### src/led_matrix_config.svh
//**************************************
// panel geometry, scan and SPI timing in clk cycles, APB byte address map
// row and column widths follow LED_ROWS and LED_COLS, both powers of two
//**************************************
`ifndef LED_MATRIX_CONFIG_SVH
`define LED_MATRIX_CONFIG_SVH

`define LED_ROWS        32
`define LED_COLS        64
`define PIXEL_W         4

`define LATCH_CYCLES    4
`define OE_CYCLES       8
`define BLANK_CYCLES    6

`define SPI_IDLE_CYCLES 5000   // also sizes the poller wait counter
`define SPI_CS_DELAY    500
`define SPI_HALF_CYCLES 100
`define SPI_BYTE_GAP    1000
`define PAD_REQ_BYTES   5

`define PAD_REG_ADDR    16'h4000

`endif

### src/led_matrix_pkg.sv
//**************************************
// shared types for the LED matrix design
//**************************************
`include "led_matrix_config.svh"

package led_matrix_pkg;

	typedef logic [`PIXEL_W-1:0]          pixel_t;
	typedef logic [$clog2(`LED_ROWS)-1:0] row_t;
	typedef logic [$clog2(`LED_COLS)-1:0] col_t;
	typedef logic                         half_t;   // 0 upper, 1 lower
	typedef logic [15:0]                  apb_addr_t;
	typedef logic [31:0]                  apb_data_t;
	typedef logic [15:0]                  pad_state_t;   // 1 = pressed
	typedef logic [7:0]                   spi_byte_t;

	// literals carry a prefix since both machines have clock phases
	typedef enum logic [2:0] {
		SCAN_FETCH, SCAN_DATA_WAIT, SCAN_CLK_HIGH, SCAN_CLK_LOW,
		SCAN_LATCH, SCAN_ENABLE, SCAN_BLANK
	} scan_state_e;

	typedef enum logic [2:0] {
		SPI_IDLE, SPI_CS_DELAY, SPI_CLK_LOW, SPI_CLK_HIGH, SPI_BYTE_GAP
	} spi_state_e;

	typedef enum logic [1:0] {REGION_FB, REGION_PAD, REGION_NONE} apb_region_e;

endpackage

### src/led_matrix_if.sv
//**************************************
// framebuffer write port and pixel read port, no back-pressure on either
//**************************************
`timescale 1ns/10ps

// one pixel write per clock where we is high
interface fb_wr_if;
	logic                  we;
	led_matrix_pkg::half_t half;
	led_matrix_pkg::row_t  row;
	led_matrix_pkg::col_t  col;
	led_matrix_pkg::pixel_t data;

	modport master (output we, half, row, col, data);
	modport slave  (input  we, half, row, col, data);
endinterface


### src/apb_bus_decode.sv
//**************************************
// APB slave with no wait states, framebuffer is write only
// addresses are assumed word aligned, byte lanes are ignored
//**************************************
`timescale 1ns/10ps
`include "led_matrix_config.svh"

module apb_bus_decode (
	input  logic                       clk,
	input  logic                       rst,
	input  led_matrix_pkg::apb_addr_t  paddr,
	input  logic                       psel,
	input  logic                       penable,
	input  logic                       pwrite,
	input  led_matrix_pkg::apb_data_t  pwdata,
	output led_matrix_pkg::apb_data_t  prdata,
	output logic                       pready,
	output logic                       pslverr,
	fb_wr_if.master                    fb,
	input  led_matrix_pkg::pad_state_t pad_state
);

	led_matrix_pkg::apb_region_e region;
	logic setup;
	logic err;

	assign setup  = psel & ~penable;
	assign pready = 1'b1;

	always_comb begin
		if (paddr[15:14] == 2'b00)   // 0x0000 - 0x3ffc
			region = led_matrix_pkg::REGION_FB;
		else if (paddr == `PAD_REG_ADDR)
			region = led_matrix_pkg::REGION_PAD;
		else
			region = led_matrix_pkg::REGION_NONE;
	end

	// fb is write only, pad register is read only
	assign err = (region == led_matrix_pkg::REGION_NONE) ||
		(region == led_matrix_pkg::REGION_FB && !pwrite) ||
		(region == led_matrix_pkg::REGION_PAD && pwrite);

	// response registered in setup, valid through the access phase
	always_ff @(posedge clk or posedge rst) begin
		if (rst) begin
			fb.we   <= 1'b0;
			prdata  <= '0;
			pslverr <= 1'b0;
		end else begin
			fb.we <= setup & pwrite & (region == led_matrix_pkg::REGION_FB);
			if (setup) begin
				pslverr <= err;
				if (region == led_matrix_pkg::REGION_PAD && !pwrite)
					prdata <= {16'b0, pad_state};
				else
					prdata <= '0;   // fb reads and errors return zero
			end
		end
	end

	// pixel address split: bit 13 half, 12..8 row, 7..2 col
	always_ff @(posedge clk) begin
		if (setup) begin
			fb.half <= paddr[13];
			fb.row  <= paddr[12:8];
			fb.col  <= paddr[7:2];
			fb.data <= pwdata[`PIXEL_W-1:0];
		end
	end

endmodule

### src/flat_wrapper.sv
// flat-port wrapper written by rule: the top's interface ports become plain ports
module apb_bus_decode_flat 
  (clk, rst, paddr, psel, penable, pwrite, pwdata, prdata, pready, pslverr, pad_state, fb_we, fb_half, fb_row, fb_col, fb_data);
  fb_wr_if fb_i ();
  input  logic clk;
  input  logic rst;
  input  led_matrix_pkg::apb_addr_t paddr;
  input  logic psel;
  input  logic penable;
  input  logic pwrite;
  input  led_matrix_pkg::apb_data_t pwdata;
  output led_matrix_pkg::apb_data_t prdata;
  output logic pready;
  output logic pslverr;
  input  led_matrix_pkg::pad_state_t pad_state;
  output wire logic [$bits(fb_i.we)-1:0] fb_we;
  output wire logic [$bits(fb_i.half)-1:0] fb_half;
  output wire logic [$bits(fb_i.row)-1:0] fb_row;
  output wire logic [$bits(fb_i.col)-1:0] fb_col;
  output wire logic [$bits(fb_i.data)-1:0] fb_data;
  assign fb_we = fb_i.we;
  assign fb_half = fb_i.half;
  assign fb_row = fb_i.row;
  assign fb_col = fb_i.col;
  assign fb_data = fb_i.data;
  apb_bus_decode u_core (.clk(clk), .rst(rst), .paddr(paddr), .psel(psel), .penable(penable), .pwrite(pwrite), .pwdata(pwdata), .prdata(prdata), .pready(pready), .pslverr(pslverr), .fb(fb_i), .pad_state(pad_state));
endmodule
### config.mk
export PLATFORM = sky130hd
export DESIGN_NAME = apb_bus_decode_flat
export DESIGN_NICKNAME = d
export VERILOG_FILES = /design/src/led_matrix_pkg.sv /design/src/led_matrix_if.sv /design/src/apb_bus_decode.sv /design/src/flat_wrapper.sv
export VERILOG_INCLUDE_DIRS = /design/src /design/src/src
export SDC_FILE = /design/constraint.sdc
export NUM_CORES = 1
export LEC_CHECK = 0
export ABC_AREA = 1
export ABC_CLOCK_PERIOD_IN_PS = 800
export BUFFER_PORTS_ARGS = -buffer_cell sky130_fd_sc_hd__buf_2
export CORE_ASPECT_RATIO = 2
export CORE_UTILIZATION = 35
export DETAILED_ROUTE_END_ITERATION = 6
export HOLD_SLACK_MARGIN = 0.08
export PLACE_DENSITY_LB_ADDON = 0.2
export SETUP_SLACK_MARGIN = 0.15
export SLEW_MARGIN = 20
export SYNTH_ARGS = -nofsm -noshare
export SYNTH_HDL_FRONTEND = slang
export SYNTH_SLANG_ARGS = --single-unit
### constraint.sdc
create_clock -name clk -period 0.8 [get_ports clk]
set_input_delay 0.04 -clock clk [delete_from_list [all_inputs] [get_ports clk]]
set_output_delay 0.04 -clock clk [all_outputs]
set_load 0.01 [all_outputs]
Word-level counts from Yosys, hierarchy flattened:

Index checks and enable logic that the tools add are counted.
W data, S select, Z words.

* equality and inequality tests: 3
* multiplexer cells: 3
* bitwise operators: 4
* reductions and logical operators: 8

Operator list (count)
* $eq A16 B15 Y1 const B: 1
* $mux W16: 1
* $logic_not A2 Y1: 2
* $mux W2: 2
* $and A1 B1 Y1: 3
* $logic_and A1 B1 Y1: 3
* $eq A2 B1 Y1 const B: 1
* $eq A2 B2 Y1 const B: 1
* $logic_or A1 B1 Y1: 2
* $logic_not A1 Y1: 1
* $not A1 Y1: 1

* register bits: 50
* bits of input ports: 69
* output and inout bits: 51
* logic and storage cells: 25

Logic depth before layout (Yosys ltp):

* depth after elaboration: 7
* gate-level depth with buffers: 7

Worst setup path before layout:

OpenSTA, ideal clock, no wires.

* path type: in2reg
* start: in psel
* end: reg u_core.fb.col[0], enable pin
* data arrival time: 0.897 ns
* data required time: 0.436 ns
* setup slack: -0.460 ns
* cell stages on the path: 5
* path buffers: 2
* cells stage by stage: inv_1 or2_1 buf_6 buf_2 inv_1

* cells in the longest elaborated chain, start to end: 1

Ends and longest elaborated chain
* start, declared: RTL line flat_wrapper.sv:8 `input logic psel;`
* $and A1 B1 Y1: RTL line apb_bus_decode.sv:27 `assign setup = psel & ~penable;`
* end signal, assigned: RTL line apb_bus_decode.sv:67 `fb.col <= paddr[7:2];`
* end, declared: RTL line led_matrix_if.sv:14 `modport master (output we, half, row, col, data);`

Every way passes these cells.
A chain may end at the register's enable or synchronous reset.

Final worst setup path:

* start: reg u_core.prdata[1]
* end: out prdata[1]

RTL lines
* start, declared: RTL line apb_bus_decode.sv:16 `output led_matrix_pkg::apb_data_t prdata,`
* start signal, assigned: RTL line apb_bus_decode.sv:55 `prdata <= {16'b0, pad_state};`
* end, declared: RTL line flat_wrapper.sv:12 `output led_matrix_pkg::apb_data_t prdata;`

No word-level cell between the ends.

==> impl_metrics.tcl <==
set metrics [dict create \
    placed_cell_area_sq_um 2020 \
    grt_antenna_before_repair 0 \
    violations "negative hold slack, negative setup slack" \
    yosys-top-cells-count "nand2_1 (39), nor2_1 (25), inv_1 (21)" \
    clk_latency_ns 0.28 \
    vias 1348 \
    syn_avg_cell_area_sq_um 9.44 \
    path_cells "buf_2" \
    routabilityCongestion 0.687 \
    std_cell_rows 34 \
    die_w_microns 49.3 \
    wl_per_cell_microns 10.8 \
    path_max_fanout 2 \
    fin_util 0.561 \
    grt.overflow.total 0 \
    dr.pass1.iters 3 \
    path_buf_inv 1 \
    drt_iter0_markers 13 \
    endpoint_kind "output pin" \
    period_minus_slack_ns 0.857 \
    startpoint_type "register" \
    ant_nets 0 \
    cts_root_buffer "clkbuf_8" \
    synth_top_area_share 0.307 \
    crit_family "flip-flops" \
    path_depth 1 \
    yosysUniqueCellTypes 13 \
    core_region_area_sq_um 4340 \
    ios 120 \
    min_path_type "input port to register" \
    cts_tree "yes" \
    power_density_nw_per_um2 1460 \
    synth_cells 166 \
    syn_to_final_growth_pct 55.4 \
    cp.required_ns 0.76 \
    worstHoldPathCells 1 \
    maxCapViolations 0 \
    maxSlewViolCount 0 \
    drcViolationCount 0 \
    synthTopCellsByArea "edfxtp_1 (31%), dfrtp_1 (29%), nand2_1 (9.3%), buf_4 (9.1%), nor2_1 (6.0%)" \
    finClkSkew_ns 0 \
    grt_pass1_vias 1182 \
    diodes 0 \
    nFillCells 439 \
    final_hold_viol_count 6 \
    start_util 0.361 \
    reg2regPathDepth 3 \
    critPathSlowestCell "dfrtp_1" \
    clock_sink_count 34 \
    hpwl_mm 2.33 \
    grt_max_degree 36 \
    drive_above_1_share 0.477 \
    syn_area_sq_um 1570 \
    grt_pass1_wl_mm 5.18 \
    stdcell_area_sq_um 2430 \
    synth_ff_type "dfrtp_1" \
    p_leak_uw 0.00132 \
    setup_ws_ns -0.0575 \
    routed_wl_mm 3.44 \
    setup_viol 27 \
    status "complete, but fails checks" \
    synth_edf_count 16 \
    synth.most_common_cell "nand2_1" \
    cts_made_buffers 5 \
    max_freq_mhz 1170 \
    synth.yosys.seq_area_share 0.594 \
    viasPerCell 4.21 \
    yosys.area.top_type "edfxtp_1" \
    final_nets 334 \
    cts_buffer_depth 2 \
    holdWs_ns -0.0450 \
    cpPeakStageDelay_ns 0.39 \
    ys_ff_latch 34 \
    async_reset_ff_frac 0.529 \
    grt_setup_unrepaired "true" \
    die_y_microns 96.6 \
    cts.clk_slew.worst_paths_ns 0.06 \
    grt_use_total 0.143 \
    peakVddDrop_uv 1030 \
    critPathKind "register to output pin" \
    io_buffers 74 \
    crit_arrival_ns 0.82 \
    h-tree-depth 2 \
    fin_crit_sh 1.07 \
    die-area_sq_um 4760 \
    yosysWarnings 0 \
]
[worst paths after layout]
kind | slack [ns] | end | start
max in group asynchronous | 0.29 | u_core.prdata[12] | rst
min in group asynchronous | 0.31 | u_core.prdata[5] | rst
setup reg to reg | 0.10 | u_core.prdata[5] | u_core.prdata[5]
hold reg to reg | 0.47 | u_core.prdata[6] | u_core.prdata[6]
hold / removal | -0.05 | u_core.fb.col[2] | paddr[4]
setup / recovery | -0.06 | prdata[1] | u_core.prdata[1]
[flip-flops by register name, indices dropped and copies added, names as in the netlist]
register        cells
u_core.fb.col       6
u_core.fb.data      4
u_core.fb.half      1
u_core.fb.row       5
u_core.fb.we        1
u_core.prdata      16
u_core.pslverr      1
[through the flow]
step                setup WS, ns  instances  total power [uW]  TNS [ns]
global placement          -0.179        295              2360     -4.94
CTS                      -0.0705        312              3540     -1.19
finish                   -0.0575        320              3560    -0.815
global route             -0.0930        320              3750     -1.88
floorplan                 -0.245        181              2220     -3.92
detailed placement        -0.179        295              2360     -5.13
[power by group]
group / total [uW] / internal [uW] / switching, uW
Clock: 1130 / 579 / 547
Sequential: 1920 / 1900 / 13.9
Combinational: 522 / 257 / 265
[cell type report]
cell class,count,area [sq um],share of cell area
well taps,54,67.6,0.0277
repair buffers,100,737,0.303
clock inverters,3,11.3,0.00462
multi-input cells,103,537,0.220
inverters,21,82.6,0.0339
clock buffers,5,68.8,0.0283
flip-flops and latches,34,931,0.382
[layout by cell type, fill, tap and decap left out, drive strengths merged]
cell type	n
a21oi	1
nand3	18
conb	17
clkbuf	7
edfxtp	16
nor2	27
inv	20
buf	89
dlygate4sd3	6
clkinvlp	1
dfrtp	18
dlymetal6s4s	3
clkinv	3
or2	1
nand2	39
[routing by layer]
metal | routed length (microns) | track usage | up-vias
met4 | 59 | 0.0679 | 0
met5 | 0 | 0 | -
li1 | - | - | 671
met2 | 1960 | 0.255 | 60
met3 | 216 | 0.0362 | 6
met1 | 1210 | 0.151 | 611
[kinds of logic after synthesis]
family	synth area share
and+or+nand+nor	0.229
buffers and inverters	0.166
AOI/OAI and AO/OA	0.00559
DFF	0.594
other	0.00479
[repair_timing]
item                       4_1_cts  5_1_grt
gates resized for setup          2       39
pin swaps                        2       14
setup buffers                    4        2
hold buffers                     5        4
hold endpoints to repair        44       13
gates cloned                     0        2
setup endpoints to repair       52       70
Note: power is estimated with default switching activity, not from simulation.
