[src/led_matrix_config.svh]
//**************************************
// panel geometry, scan and SPI timing in clk cycles, APB byte address map
// row and column widths follow LED_ROWS and LED_COLS, both powers of two
//**************************************
`ifndef LED_MATRIX_CONFIG_SVH
`define LED_MATRIX_CONFIG_SVH

`define LED_ROWS        32
`define LED_COLS        64
`define PIXEL_W         4

`define LATCH_CYCLES    4
`define OE_CYCLES       8
`define BLANK_CYCLES    6

`define SPI_IDLE_CYCLES 5000   // also sizes the poller wait counter
`define SPI_CS_DELAY    500
`define SPI_HALF_CYCLES 100
`define SPI_BYTE_GAP    1000
`define PAD_REQ_BYTES   5

`define PAD_REG_ADDR    16'h4000

`endif

[src/led_matrix_pkg.sv]
//**************************************
// shared types for the LED matrix design
//**************************************
`include "led_matrix_config.svh"

package led_matrix_pkg;

	typedef logic [`PIXEL_W-1:0]          pixel_t;
	typedef logic [$clog2(`LED_ROWS)-1:0] row_t;
	typedef logic [$clog2(`LED_COLS)-1:0] col_t;
	typedef logic                         half_t;   // 0 upper, 1 lower
	typedef logic [15:0]                  apb_addr_t;
	typedef logic [31:0]                  apb_data_t;
	typedef logic [15:0]                  pad_state_t;   // 1 = pressed
	typedef logic [7:0]                   spi_byte_t;

	// literals carry a prefix since both machines have clock phases
	typedef enum logic [2:0] {
		SCAN_FETCH, SCAN_DATA_WAIT, SCAN_CLK_HIGH, SCAN_CLK_LOW,
		SCAN_LATCH, SCAN_ENABLE, SCAN_BLANK
	} scan_state_e;

	typedef enum logic [2:0] {
		SPI_IDLE, SPI_CS_DELAY, SPI_CLK_LOW, SPI_CLK_HIGH, SPI_BYTE_GAP
	} spi_state_e;

	typedef enum logic [1:0] {REGION_FB, REGION_PAD, REGION_NONE} apb_region_e;

endpackage

[src/pad_spi_poller.sv]
//**************************************
// game pad poller, SPI mode 3, LSB first, fixed 5 byte request
// pad bits are active low and are stored inverted
//**************************************
`timescale 1ns/10ps
`include "led_matrix_config.svh"

module pad_spi_poller (
	input  logic                       clk,
	input  logic                       rst,
	output logic                       spi_clk,
	output logic                       cs_n,
	output logic                       mosi,
	input  logic                       miso,
	output led_matrix_pkg::pad_state_t pad_state
);

	localparam int WAIT_W = $clog2(`SPI_IDLE_CYCLES + 1);

	led_matrix_pkg::spi_state_e state;
	logic [WAIT_W-1:0]          wait_cnt;
	logic [2:0]                 bit_cnt;
	logic [2:0]                 byte_cnt;
	led_matrix_pkg::spi_byte_t  tx_byte;
	led_matrix_pkg::spi_byte_t  rx_byte;
	logic [15:0]                rx_word;   // last two bytes received

	// request 01 42 00 00 00
	always_comb begin
		case (byte_cnt)
			3'd0:    tx_byte = 8'h01;
			3'd1:    tx_byte = 8'h42;
			default: tx_byte = 8'h00;
		endcase
	end

	always_ff @(posedge clk or posedge rst) begin
		if (rst) begin
			state     <= led_matrix_pkg::SPI_IDLE;
			wait_cnt  <= '0;
			bit_cnt   <= '0;
			byte_cnt  <= '0;
			spi_clk   <= 1'b1;
			cs_n      <= 1'b1;
			mosi      <= 1'b0;
			pad_state <= '0;
		end else begin
			wait_cnt <= wait_cnt + 1'b1;
			case (state)
				led_matrix_pkg::SPI_IDLE: begin
					if (wait_cnt == WAIT_W'(`SPI_IDLE_CYCLES - 1)) begin
						wait_cnt <= '0;
						cs_n     <= 1'b0;
						state    <= led_matrix_pkg::SPI_CS_DELAY;
					end
				end
				led_matrix_pkg::SPI_CS_DELAY: begin
					if (wait_cnt == WAIT_W'(`SPI_CS_DELAY - 1)) begin
						wait_cnt <= '0;
						spi_clk  <= 1'b0;
						mosi     <= tx_byte[0];
						state    <= led_matrix_pkg::SPI_CLK_LOW;
					end
				end
				led_matrix_pkg::SPI_CLK_LOW: begin
					if (wait_cnt == WAIT_W'(`SPI_HALF_CYCLES - 1)) begin
						wait_cnt <= '0;
						spi_clk  <= 1'b1;
						state    <= led_matrix_pkg::SPI_CLK_HIGH;
					end
				end
				led_matrix_pkg::SPI_CLK_HIGH: begin
					if (wait_cnt == '0)
						rx_byte <= {miso, rx_byte[7:1]};   // one cycle after rise
					if (wait_cnt == WAIT_W'(`SPI_HALF_CYCLES - 1)) begin
						wait_cnt <= '0;
						bit_cnt  <= bit_cnt + 1'b1;
						if (bit_cnt == 3'd7) begin
							byte_cnt <= byte_cnt + 1'b1;   // points at the next byte in the gap
							rx_word  <= {rx_word[7:0], rx_byte};
							state    <= led_matrix_pkg::SPI_BYTE_GAP;
						end else begin
							spi_clk <= 1'b0;
							mosi    <= tx_byte[bit_cnt + 3'd1];
							state   <= led_matrix_pkg::SPI_CLK_LOW;
						end
					end
				end
				led_matrix_pkg::SPI_BYTE_GAP: begin
					if (wait_cnt == WAIT_W'(`SPI_BYTE_GAP - 1)) begin
						wait_cnt <= '0;
						if (byte_cnt == 3'(`PAD_REQ_BYTES)) begin
							byte_cnt  <= '0;
							cs_n      <= 1'b1;
							mosi      <= 1'b0;
							pad_state <= ~rx_word;   // {byte3, byte4}
							state     <= led_matrix_pkg::SPI_IDLE;
						end else begin
							spi_clk <= 1'b0;
							mosi    <= tx_byte[0];
							state   <= led_matrix_pkg::SPI_CLK_LOW;
						end
					end
				end
				default: state <= led_matrix_pkg::SPI_IDLE;
			endcase
		end
	end

endmodule
[config.mk]
export PLATFORM = sky130hd
export DESIGN_NAME = pad_spi_poller
export DESIGN_NICKNAME = d
export VERILOG_FILES = /design/src/led_matrix_pkg.sv /design/src/pad_spi_poller.sv
export VERILOG_INCLUDE_DIRS = /design/src /design/src/src
export SDC_FILE = /design/constraint.sdc
export NUM_CORES = 1
export LEC_CHECK = 0
export BUFFER_PORTS_ARGS = -buffer_cell sky130_fd_sc_hd__clkbuf_2
export CORE_AREA = 3 3 86 64
export DETAILED_ROUTE_END_ITERATION = 8
export DIE_AREA = 0 0 89 67
export GPL_TIMING_DRIVEN = 0
export PLACE_DENSITY = 0.78
export RECOVER_POWER = 50
export SKIP_LAST_GASP = 1
export SLEW_MARGIN = 5
export SYNTH_ARGS = -nofsm -noshare
export SYNTH_HDL_FRONTEND = slang
export SYNTH_SLANG_ARGS = --single-unit
[constraint.sdc]
create_clock -name clk -period 7.5 [get_ports clk]
set_input_delay 1.125 -clock clk [delete_from_list [all_inputs] [get_ports clk]]
set_output_delay 1.125 -clock clk [all_outputs]
set_load 0.01 [all_outputs]
; ---- Word level (Yosys, flattened, before mapping)
; Cells that the tools add are included.
[totals]
reg_bits = 65
in_bits = 3
out_inout_bits = 19
word_cells = 91
[op_classes]
n_addsub = 3
magnitude_cmp = 1
eq_ne = 20
muxes = 38
bitwise_logic = 2
reduce_logical = 17
[ops]
columns = operator, count
row1 = 2-to-1 mux 13 bit, 4
row2 = case mux 13 bit (4 select lines), 1
row3 = 2-to-1 mux 3 bit, 10
row4 = "!= test 2 bit, second input constant", 9
row5 = NOT 16 bit, 1
row6 = 2-to-1 mux 1 bit, 15
row7 = case mux 3 bit (5 select lines), 1
row8 = AND reduction 5 bit, 3
row9 = case mux 7 bit (2 select lines), 1
row10 = "adder 13 x 1 -> 13 bit, second input constant", 1
row11 = "equality test 13 x 10 -> 1 bit, second input constant", 1
row12 = "equality test 13 bit, second input constant", 1
row13 = "equality test 13 x 7 -> 1 bit, second input constant", 1
row14 = "equality test 13 x 9 -> 1 bit, second input constant", 1
row15 = zero test 13 bit, 1
row16 = "equality test 3 bit, second input constant", 3
row17 = AND reduction 4 bit, 2
row18 = AND reduction 7 bit, 1
row19 = "adder 3 x 1 -> 3 bit, second input constant", 2
row20 = "equality test 3 x 1 -> 1 bit, second input constant", 2
row21 = "equality test 3 x 2 -> 1 bit, second input constant", 2
row22 = zero test 3 bit, 2
row23 = case mux 3 bit (2 select lines), 1
row24 = AND reduction 3 bit, 2
row25 = 12 further kinds, 13

; ---- Logic depth before layout (Yosys ltp)
[depth]
depth_word = 7
mapped_depth = 7
depth_no_buf = 7

; ---- Worst setup path before layout
; Ideal clock, no wire load.
[synth_timing]
kind = input-to-reg
start = input port rst
end = register rx_byte[0], enable pin
setup_ps = 395
arrival_time_ps = 3036
required_time_ps = 7105
setup_slack_ps = 4070
cell_stages = 3
n_path_buf = 0
cell_sequence = inv_1 > nand4_1 > nor4_1
[synth_via]
elab_chain_len = 2
[synth_rtl]
columns = element, line_no
row1 = start: declaration, pad_spi_poller.sv:10  ; input logic rst,
row2 = NOT 1 bit (no source line), --
row3 = AND reduction 3 bit (no source line), --
row4 = end signal: assignment, pad_spi_poller.sv:74  ; rx_byte <= {miso, rx_byte[7:1]};
row5 = end: declaration, pad_spi_poller.sv:25  ; led_matrix_pkg::spi_byte_t rx_byte;
; Every way passes these cells.
; A chain may end at the register's enable or synchronous reset.

; ---- Worst setup path in the final report
[layout_timing]
start = input port rst
end = register rx_byte[4], enable pin
; Same word-level chain as after synthesis.

==> impl_metrics.yaml <==
cells_and_area:
  area_growth_pct: 12.77
  drive_above_1_share_pct: 17.45
  n_antenna_cell: 0
  regArea_um2: 1749
  nNetsFinal: 280
  multiInputGateArea_um2: 983.4
  n_fill_cell: 360
pwr:
  ir_worst_vdd_mv: 0.1367
  power.leakage_nw: 1.340
  p_per_area_nw_per_um2: 200.9
hold_path:
  min_path_type: "flop to flop"
  min-delay-start: "rx_byte[0]"
  hold_depth: 0
clock_tree:
  clk_latency_ns: 0.33
  clock_sinks: 65
  h-tree-depth: 3
  cts_hold_buf: 0
  cts_setup_buffers: 0
  path_clk_slew_ns: 0.07
  cts_buffers: 9
  cts_resized: 0
  cts_tree: "built"
  cts_root_buf: "clkbuf_8"
  cts_max_path_buffers: 2
floorplan:
  core_um2: 4703
  pin_count: 22
  die_w_um: 89
  fp.dieArea_um2: 5963
  initial_core_util_pct: 59.56
  rows: 21
  die_y_um: 67
placement:
  dpl.hpwl_um: 3566
  dp_slack_ns: 4.496
  routabilityCongestion: 0.8239
  port_buffers: 21
detailed_routing:
  drc: 0
  viasPerCell: 5.554
  route.antenna.remaining_nets: 0
  routed_wl_um: 4999
  dr.pass1.iters: 4
  drt-initial-drc-count: 176
  vias: 1844
  wire_per_inst_um: 15.06
sta:
  finalSetupTns_ns: 0
  slew_headroom_pct: -15.02
  worst_slack_ns: 3.601
  grt_setup_unrepaired: "no"
  fmax_mhz: 256.5
  period_needed_ns: 3.899
  timing_hold_violations_final: 0
  maxSlewViolCount: 34
  finalClockSkew_ns: 0.01154
  period_share_pct: 51.98
  finalSetupViolCount: 0
  worstMarginPinSlew_ns: 1.725
synthesis:
  postSynthCellCount: 237
  synthTopCellsByArea: "dfrtp_1 35%, edfxtp_1 26%, nand2_1 3.9%, o21ai_0 3.8%, ha_1 3.1%"
  ys.flop_type: "dfrtp_1"
  yosysWarnings: 0
  synth_nets: 247
  synth.avg_cell_area_um2: 11.82
  yosys.area.top_type: "dfrtp_1"
  yosysTopAreaCellShare_pct: 34.84
  yosys-top-cells-count: "39 x dfrtp_1, 29 x nand2_1, 24 x edfxtp_1"
  async_reset_ff_share_pct: 63.08
  synth-seq-cells: 65
  ys_seq_area_share_pct: 62.44
  ys_types: 44
  synth-edff-count: 24
  syn_area_um2: 2801
  synth_most_common_cell: "dfrtp_1"
worst_setup_path:
  startpoint: "rst"
  cp-start-kind: "primary input"
  cp.required_ns: 7.45
  end_kind: "flop"
  worst-endpoint-arrival_ns: 3.85
  r2r_start: "wait_cnt[3]"
  critical_path_class: "primary input to flop"
  r2r_cells: 5
  crit_fanout: 33
job:
  cap_violations: 1
grt:
  track_usage_pct: 19.00
  grt_max_degree: 34
  antenna_found_initial: 0
  grt_pass1_vias: 1674
  grt_pass1_wl_um: 8390
  overflow: 0
outcome:
  violations: "capacitance limit, slew limit"
  outcome: "finished, violations left"
-- final timing paths --
| check | to | slack [ns] |
|---|---|---|
| min | rx_word[0] | 0.42 |
| min reg2reg | rx_word[0] | 0.42 |
| max | rx_byte[4] | 3.60 |
| max reg2reg | rx_word[1] | 4.60 |
| max in group asynchronous | pad_state[15] | 4.80 |
| min in group asynchronous | mosi | 0.75 |
-- power breakdown --
| group | internal, mW | switching, mW |
|---|---|---|
| Combinational | 0.000500 | 0.00446 |
| Clock | 0.129 | 0.134 |
| Sequential | 0.366 | 0 |
| Total | 0.496 | 0.139 |
-- critical path, cell delays in order --
cell and delay [ns]:
clkbuf_2 0.08, inv_1 0.31, clkbuf_1 1.29, nand4_1 0.23
nor4_2 0.80
-- layout by cell type (no fill, tap or decap), drive strengths merged, types with 3 or more instances in the layout --
| master | instances |
|---|---|
| nand4 | 5 |
| a21oi | 6 |
| and3 | 8 |
| nor2 | 18 |
| nor4 | 5 |
| buf | 4 |
| ha | 7 |
| nand3 | 8 |
| edfxtp | 24 |
| nand2 | 29 |
| inv | 8 |
| xor2 | 7 |
| nor3 | 3 |
| o21ai | 21 |
| nand4b | 3 |
| mux2 | 4 |
| clkinv | 3 |
| clkbuf | 39 |
| dfrtp | 39 |
| xnor2 | 5 |
-- metrics by stage --
step                      power [mW]  cells  area, µm²  util (%)  hold slack [ns]
after CTS                     0.6435    332       3184     67.70           0.4242
after global routing          0.6593    332       3159     67.17           0.4388
after global placement        0.3785    315       2978     63.31           0.4112
after detailed placement      0.3800    316       3004     63.87           0.4144
after floorplan               0.3768    237       2801         -           0.4003
final                         0.6348    332       3159     67.17           0.4195
-- cell type report --
cell class	instances	share of cell area (%)
inverters	7	0.8317
clock inverters	6	1.347
flip-flops and latches	65	55.37
multi-input cells	154	31.13
well taps	57	2.257
plain buffers	11	1.545
repair buffers	22	3.168
clock buffers	10	4.356
-- flip-flops by register name, indices dropped and copies added, names as in the netlist --
| register | flops |
|---|---|
| cs_n | 1 |
| state | 3 |
| spi_clk | 1 |
| rx_byte | 8 |
| byte_cnt | 3 |
| mosi | 1 |
| rx_word | 16 |
| pad_state | 16 |
| wait_cnt | 13 |
| bit_cnt | 3 |
-- routing by layer --
metal / track usage [%] / vias to the layer above / wire [µm]
met5: 0 / - / 0
met4: 6.134 / 0 / 58
met3: 5.686 / 7 / 236
met2: 24.91 / 38 / 2054
met1: 29.59 / 878 / 2649
li1: - / 921 / -
-- cell families after synthesis --
kind of cell	share of synthesized area (%)
simple gates	17.33
compound gates	9.067
buf+inv	2.680
mux	1.608
fa+ha+maj	3.126
flops	62.44
xor+xnor	3.752
Power figures use the tool's default switching activity.
