[src/led_matrix_config.svh]
//**************************************
// panel geometry, scan and SPI timing in clk cycles, APB byte address map
// row and column widths follow LED_ROWS and LED_COLS, both powers of two
//**************************************
`ifndef LED_MATRIX_CONFIG_SVH
`define LED_MATRIX_CONFIG_SVH

`define LED_ROWS        32
`define LED_COLS        64
`define PIXEL_W         4

`define LATCH_CYCLES    4
`define OE_CYCLES       8
`define BLANK_CYCLES    6

`define SPI_IDLE_CYCLES 5000   // also sizes the poller wait counter
`define SPI_CS_DELAY    500
`define SPI_HALF_CYCLES 100
`define SPI_BYTE_GAP    1000
`define PAD_REQ_BYTES   5

`define PAD_REG_ADDR    16'h4000

`endif

[src/led_matrix_pkg.sv]
//**************************************
// shared types for the LED matrix design
//**************************************
`include "led_matrix_config.svh"

package led_matrix_pkg;

	typedef logic [`PIXEL_W-1:0]          pixel_t;
	typedef logic [$clog2(`LED_ROWS)-1:0] row_t;
	typedef logic [$clog2(`LED_COLS)-1:0] col_t;
	typedef logic                         half_t;   // 0 upper, 1 lower
	typedef logic [15:0]                  apb_addr_t;
	typedef logic [31:0]                  apb_data_t;
	typedef logic [15:0]                  pad_state_t;   // 1 = pressed
	typedef logic [7:0]                   spi_byte_t;

	// literals carry a prefix since both machines have clock phases
	typedef enum logic [2:0] {
		SCAN_FETCH, SCAN_DATA_WAIT, SCAN_CLK_HIGH, SCAN_CLK_LOW,
		SCAN_LATCH, SCAN_ENABLE, SCAN_BLANK
	} scan_state_e;

	typedef enum logic [2:0] {
		SPI_IDLE, SPI_CS_DELAY, SPI_CLK_LOW, SPI_CLK_HIGH, SPI_BYTE_GAP
	} spi_state_e;

	typedef enum logic [1:0] {REGION_FB, REGION_PAD, REGION_NONE} apb_region_e;

endpackage

[src/led_matrix_if.sv]


// data_a / data_b appear two cycles after re and hold until the next read
interface pix_rd_if;
	logic                   re;
	led_matrix_pkg::row_t   row;
	led_matrix_pkg::col_t   col;
	led_matrix_pkg::pixel_t data_a;   // upper half
	led_matrix_pkg::pixel_t data_b;   // lower half

	modport master (output re, row, col, input  data_a, data_b);
	modport slave  (input  re, row, col, output data_a, data_b);
endinterface

[src/led_scan_ctrl.sv]
//**************************************
// panel scan, four clk cycles per column then latch, enable and blank
// display_oe is active low, outputs are decoded from the state
//**************************************
`timescale 1ns/10ps
`include "led_matrix_config.svh"

module led_scan_ctrl (
	input  logic                   clk,
	input  logic                   rst,
	pix_rd_if.master               rd,
	output led_matrix_pkg::row_t   row_addr,
	output led_matrix_pkg::col_t   col_addr,
	output logic                   display_oe,
	output logic                   latch,
	output logic                   display_clk,
	output led_matrix_pkg::pixel_t dout_a,
	output led_matrix_pkg::pixel_t dout_b
);

	led_matrix_pkg::scan_state_e state;
	logic [7:0] cnt;   // latch, enable and blank lengths

	assign rd.re       = (state == led_matrix_pkg::SCAN_FETCH);
	assign rd.row      = row_addr;
	assign rd.col      = col_addr;
	assign display_clk = (state == led_matrix_pkg::SCAN_CLK_HIGH);
	assign latch       = (state == led_matrix_pkg::SCAN_LATCH);
	assign display_oe  = (state != led_matrix_pkg::SCAN_ENABLE);

	// read data lands exactly in CLK_HIGH
	assign dout_a = rd.data_a;
	assign dout_b = rd.data_b;

	always_ff @(posedge clk or posedge rst) begin
		if (rst) begin
			state    <= led_matrix_pkg::SCAN_FETCH;
			cnt      <= '0;
			row_addr <= '0;
			col_addr <= '0;
		end else begin
			case (state)
				led_matrix_pkg::SCAN_FETCH:     state <= led_matrix_pkg::SCAN_DATA_WAIT;
				led_matrix_pkg::SCAN_DATA_WAIT: state <= led_matrix_pkg::SCAN_CLK_HIGH;
				led_matrix_pkg::SCAN_CLK_HIGH:  state <= led_matrix_pkg::SCAN_CLK_LOW;
				led_matrix_pkg::SCAN_CLK_LOW: begin
					if (col_addr == `LED_COLS - 1) begin
						col_addr <= '0;
						cnt      <= '0;
						state    <= led_matrix_pkg::SCAN_LATCH;
					end else begin
						col_addr <= col_addr + 1'b1;
						state    <= led_matrix_pkg::SCAN_FETCH;
					end
				end
				led_matrix_pkg::SCAN_LATCH: begin
					cnt <= cnt + 1'b1;
					if (cnt == 8'(`LATCH_CYCLES - 1)) begin
						cnt   <= '0;
						state <= led_matrix_pkg::SCAN_ENABLE;
					end
				end
				led_matrix_pkg::SCAN_ENABLE: begin
					cnt <= cnt + 1'b1;
					if (cnt == 8'(`OE_CYCLES - 1)) begin
						cnt   <= '0;
						state <= led_matrix_pkg::SCAN_BLANK;
					end
				end
				led_matrix_pkg::SCAN_BLANK: begin
					cnt <= cnt + 1'b1;
					if (cnt == 8'(`BLANK_CYCLES - 1)) begin
						cnt   <= '0;
						state <= led_matrix_pkg::SCAN_FETCH;
						// next row only once the blank gap is over
						if (row_addr == `LED_ROWS - 1)
							row_addr <= '0;
						else
							row_addr <= row_addr + 1'b1;
					end
				end
				default: state <= led_matrix_pkg::SCAN_FETCH;
			endcase
		end
	end

endmodule

[src/flat_wrapper.sv]
// flat-port wrapper written by rule: the top's interface ports become plain ports
module led_scan_ctrl_flat 
  (clk, rst, row_addr, col_addr, display_oe, latch, display_clk, dout_a, dout_b, rd_re, rd_row, rd_col, rd_data_a, rd_data_b);
  pix_rd_if rd_i ();
  input  logic clk;
  input  logic rst;
  output led_matrix_pkg::row_t row_addr;
  output led_matrix_pkg::col_t col_addr;
  output logic display_oe;
  output logic latch;
  output logic display_clk;
  output led_matrix_pkg::pixel_t dout_a;
  output led_matrix_pkg::pixel_t dout_b;
  output wire logic [$bits(rd_i.re)-1:0] rd_re;
  output wire logic [$bits(rd_i.row)-1:0] rd_row;
  output wire logic [$bits(rd_i.col)-1:0] rd_col;
  input wire logic [$bits(rd_i.data_a)-1:0] rd_data_a;
  input wire logic [$bits(rd_i.data_b)-1:0] rd_data_b;
  assign rd_re = rd_i.re;
  assign rd_row = rd_i.row;
  assign rd_col = rd_i.col;
  assign rd_i.data_a = rd_data_a;
  assign rd_i.data_b = rd_data_b;
  led_scan_ctrl u_core (.clk(clk), .rst(rst), .rd(rd_i), .row_addr(row_addr), .col_addr(col_addr), .display_oe(display_oe), .latch(latch), .display_clk(display_clk), .dout_a(dout_a), .dout_b(dout_b));
endmodule
[config.mk]
export PLATFORM = sky130hd
export DESIGN_NAME = led_scan_ctrl_flat
export DESIGN_NICKNAME = d
export VERILOG_FILES = /design/src/led_matrix_pkg.sv /design/src/led_matrix_if.sv /design/src/led_scan_ctrl.sv /design/src/flat_wrapper.sv
export VERILOG_INCLUDE_DIRS = /design/src /design/src/src
export SDC_FILE = /design/constraint.sdc
export NUM_CORES = 1
export LEC_CHECK = 0
export ABC_AREA = 1
export ABC_CLOCK_PERIOD_IN_PS = 2000
export BUFFER_PORTS_ARGS = -buffer_cell sky130_fd_sc_hd__buf_4
export CAP_MARGIN = 20
export CORE_AREA = 2 2 58 60
export CTS_BUF_LIST = sky130_fd_sc_hd__clkbuf_2
export DETAILED_ROUTE_END_ITERATION = 16
export DIE_AREA = 0 0 60 62
export PLACE_DENSITY = 0.8
export SYNTH_ARGS = -nofsm -noshare
export SYNTH_HDL_FRONTEND = slang
export SYNTH_SLANG_ARGS = --single-unit
[constraint.sdc]
create_clock -name clk -period 2 [get_ports clk]
set_input_delay 0.1 -clock clk [delete_from_list [all_inputs] [get_ports clk]]
set_output_delay 0.1 -clock clk [all_outputs]
set_load 0.05 [all_outputs]
## Word-level counts from Yosys, hierarchy flattened

Cells that the tools add are included.

- Logic and storage cells: 40
- Register bits: 22
- RAM bits: 0
- Memory bits (read-only): 0
- Bits in latches: 0
- Input bits: 10
- Memories: 0

- Reductions and logical operators: 5
- Equality and inequality tests: 16
- $add $sub $neg: 3
- Muxes and demuxes: 12
- Bitwise logic cells: 0
- Multiply operators: 0
- Shift operators: 0
- Magnitude comparators: 0
- Div/mod/pow operators: 0

Operators by type and width:

| operator | count |
|---|---|
| $mux 8 | 4 |
| $pmux 8 s4 | 1 |
| $pmux 3 s7 | 1 |
| $eq 8x3->1 const B | 2 |
| $mux 3 | 4 |
| $eq 3x3->1 const B | 3 |
| $add 8x1->8 const B | 1 |
| $eq 8x2->1 const B | 1 |
| $ne 2x1->1 const B | 4 |
| $add 6x1->6 const B | 1 |
| $eq 3x2->1 const B | 2 |
| $eq 6x6->1 const B | 1 |
| $mux 6 | 1 |
| $add 5x1->5 const B | 1 |
| $eq 5x5->1 const B | 1 |
| $mux 5 | 1 |
| $reduce_and 2->1 | 2 |
| $reduce_bool 4->1 | 1 |
| $eq 3x1->1 const B | 1 |
| $logic_not 3->1 | 1 |
| $ne 3x3->1 const B | 1 |
| $reduce_and 3->1 | 1 |

## Depth between registers and ports, before layout

- Depth in word-level cells: 3
- Gate-level depth with buffers: 9
- Mapped depth without buffers: 8

## Least setup slack after synthesis

OpenSTA, ideal clock, no wires.

- Path kind: reg2reg
- Start: register u_core.col_addr[1]
- End: register u_core.cnt[0]
- Period minus slack after synthesis: 1.559 ns
- Cell stages (with the launch flop): 9
- Library setup time: 0.116 ns
- Data arrival time: 1.443 ns
- Setup slack: 0.441 ns
- Path through: dfrtp_1 -> ha_1 -> nand2_1 -> inv_1 -> nand3_4 -> inv_1 -> a21oi_1 -> nand2_1 -> nand2_1

- Word-level cells in the longest chain between the ends: 3

Ends and longest elaborated chain:

| element | line | source |
|---|---|---|
| start: declaration | led_scan_ctrl.sv:13 | `output led_matrix_pkg::col_t col_addr,` |
| start signal: assignment | led_scan_ctrl.sv:52 | `col_addr <= col_addr + 1'b1;` |
| $eq 6x6->1 | led_scan_ctrl.sv:47 | `` if (col_addr == `LED_COLS - 1) begin `` |
| $ne 2x1->1 (no source line) | - |  |
| $reduce_and 2->1 (no source line) | - |  |
| end signal: assignment | led_scan_ctrl.sv:57 | `cnt <= cnt + 1'b1;` |
| end signal: assignment | led_scan_ctrl.sv:64 | `cnt <= cnt + 1'b1;` |
| end signal: assignment | led_scan_ctrl.sv:71 | `cnt <= cnt + 1'b1;` |
| end: declaration | led_scan_ctrl.sv:22 | `logic [7:0] cnt;` |

No other way between the ends.
A chain may end at the register's enable or synchronous reset.

## Final worst setup path

- Start: register u_core.state[2]
- End: output latch

- Word-level cells in the longest chain between the ends: 1

Ends and longest elaborated chain:

| element | line | source |
|---|---|---|
| start: declaration | led_scan_ctrl.sv:21 | `led_matrix_pkg::scan_state_e state;` |
| start signal: assignment | led_scan_ctrl.sv:37 | `state <= led_matrix_pkg::SCAN_FETCH;` |
| start signal: assignment | led_scan_ctrl.sv:43 | `led_matrix_pkg::SCAN_FETCH: state <= led_matrix_pkg::SCAN_DATA_WAIT;` |
| start signal: assignment | led_scan_ctrl.sv:44 | `led_matrix_pkg::SCAN_DATA_WAIT: state <= led_matrix_pkg::SCAN_CLK_HIGH;` |
| $eq 3x3->1 | led_scan_ctrl.sv:28 | `assign latch = (state == led_matrix_pkg::SCAN_LATCH);` |
| end: declaration | flat_wrapper.sv:10 | `output logic latch;` |

No other way between the ends.

==> flow_summary.ini <==
[hold_path]
min_to = dout_a[0]
hold_start = rd_data_a[0]
hold_path_class = input port to output pin
hold_depth = 0

[timing]
slew_headroom_pct = 74.4
grt_setup_unrepaired = false
setup_viol = 0
whs_ns = 0.200
finalCriticalPeriod_ns = 1.81
skew_ns = 0.00633
min_period_over_period_pct = 90.3
tns_ns = 0
hold_viol = 0
fmax_ghz = 0.554
worst_pin_slew_ns = 0.384
finalMaxSlewViolations = 0

[place]
gp_congestion = 0.877
placed_area_mm2 = 0.00170
io_buffers = 27
dp.cells = 266
place_hpwl_um = 2340

[flow_run]
drv_cap = 0

[status]
outcome = completed

[yosys]
yosys_warnings = 0
synth_seq_area_share_pct = 34.3
syn_area_per_cell_um2 = 7.44
synth_area_mm2 = 0.00161
yosysUniqueCellTypes = 27
yosys_register_bits = 22
syn_nets = 231
netlist_instances = 216

[clock_network]
cts_buffers = 3
cts_resized = 0
clk_pin_slew_ns = 0.21
cts_buffer_depth = 2
worstSkewPairLatency_ns = 0.34
cts_tree = done
cts-root-buf = clkbuf_2
h-tree-depth = 1
ctsHoldBuffers = 1
clkSinkCount = 22
post_cts.repair.setup_buffers = 0

[critical_path]
cp.arrival_ns = 1.71
required_ns = 1.90
worst_setup_path_end_kind = output pin
crit_path_start_kind = register
cp_cell_sequence = inv_1 -> nor2_4 -> buf_4
reg2reg_slack_ns = 0.47
r2r-start = u_core.cnt[0]
r2r_cells = 8
critical_path_class = register to output pin
reg2reg_to = u_core.cnt[0]
worst-path-max-fanout = 8
cp_slowest_stage_delay_ns = 0.62
cpMaxStageDelayCell = dfrtp_1

[floorplan]
die-height_um = 62
pin_count = 44
initial_utilization_pct = 50.5
coreArea_mm2 = 0.00318
rows = 21
die_area_mm2 = 0.00372
die_w_um = 60

[power]
power.total_uw = 644
clkPwrFrac_pct = 28.8
p_switching_uw = 151
leakagePower_uw = 0.000893
p_comb_share_pct = 2.0
p_int_uw = 493
p_seq_share_pct = 69.2
sw_frac_of_total_pct = 23.4
ir_worst_vdd_mv = 0.202
power_density_mw_per_mm2 = 373

[global_routing]
antenna_found_initial = 0
grt_max_degree = 23
grt_pass1_vias = 1221
grt_remaining_overflow = 0
track_usage_pct = 18.8
grt_pass1_wl_um = 5250

[cells_and_area]
drive_above_1_share_pct = 19.1
ff_latch_area_um2 = 551
fillers = 312
final_nets = 241
final_cell_count_no_fill = 271
area_growth_syn_to_layout_pct = 7.32
fin_area_mm2 = 0.00172
antennaDiodeCount = 0
multi_input_area_um2 = 764

[drt]
drt-initial-drc-count = 78
drt-total-wl_um = 3190
final_antenna_net_count = 0
routed_via_density = 5.20
post-route-drc-count = 0
wl_per_cell_um = 11.8
via_count = 1408
drt_first_pass_iters = 5
power groups by stage:
stage / combinational [uW] / clock, uW / sequential [uW]
final: 13.1 / 185 / 446
after global placement: 12.4 / 0 / 453
after global routing: 15.6 / 212 / 446
after floorplan: 49.8 / 0 / 453
after CTS: 14.1 / 194 / 446
after detailed placement: 12.5 / 0 / 453
cell usage after synthesis, drive strengths merged:
cell type,n,share of area [%]
xnor2,2,1.1
o211ai,3,1.4
xor2,2,1.1
a22oi,1,0.47
nor3,1,0.31
clkbuf,1,0.23
nand3,35,12
buf,23,11
o21ai,7,2.2
nand2,51,12
o2111ai,1,0.55
a21oi,6,1.9
ha,5,3.9
nor2,16,6.5
inv,30,7.0
nand4,10,3.9
dfrtp,22,34
placed cells by master (no fill, tap or decap), types with 3 or more instances in the layout:
cell type and instances:
nor2_4 3, nand2_2 3, o211ai_1 3, dfrtp_1 22, nand2_1 48, clkbuf_2 3
a21oi_1 6, o21ai_0 5, nand3_1 33, inv_1 29, ha_1 5, buf_4 28
nor2_1 10, nand4_1 10
sequential cells by signal (all words and copies together), names as in the netlist:
name             flops
u_core.cnt           8
u_core.col_addr      6
u_core.rd.row        5
u_core.state         3
critical path, delay by kind of cell (launching register included):
kind                   cells  cell delay (ns)
and+or+nand+nor            1             0.28
DFF                        1             0.62
buffers and inverters      2             0.47
worst max path at each step:
stage | start | to | slack (ns) | depth (start not counted)
after floorplan | u_core.col_addr[1] | u_core.cnt[0] | 0.44 | 8
after global placement | u_core.state[2] | u_core.state[1] | 0.53 | 5
after detailed placement | u_core.cnt[0] | u_core.cnt[0] | 0.53 | 8
after CTS | u_core.state[2] | latch | 0.20 | 3
after global routing | u_core.state[2] | latch | 0.09 | 3
final | u_core.state[2] | latch | 0.19 | 3
per-layer routing:
| metal | vias up | track usage (%) | part of all wire, % |
|---|---|---|---|
| met4 | 0 | 6.67 | 1.2 |
| li1 | 705 | - | - |
| met5 | - | 0 | 0 |
| met2 | 36 | 30.7 | 46 |
| met1 | 662 | 25.7 | 48 |
| met3 | 5 | 2.48 | 4.8 |
final cells by class:
cell class	instances	share of cell area (%)
inverter	30	6.53
clock buffer	3	0.871
clock inverter	1	0.218
sequential	22	31.9
timing repair buffer	29	12.8
multi-input combinational	140	44.3
tap	46	3.34
stage by stage:
| stage | utilization, % | worst slack, ns |
|---|---|---|
| final | 54.2 | 0.195 |
| after global routing | 54.2 | 0.0856 |
| after CTS | 54.2 | 0.195 |
| after detailed placement | 53.3 | 0.528 |
| after global placement | 53.3 | 0.530 |
| after floorplan | - | 0.441 |
cell families (layout without fill, tap and decap cells):
family,Yosys count,count (layout),share of synthesized area (%)
xor gates and xnor gates,4,4,2.18
buffers and inverters,54,63,18.1
and+or+nand+nor,113,113,35.0
adders and majority gates,5,5,3.89
DFF,22,22,34.3
AOI/OAI and AO/OA,18,18,6.46
(Power assumes the default switching activity.)
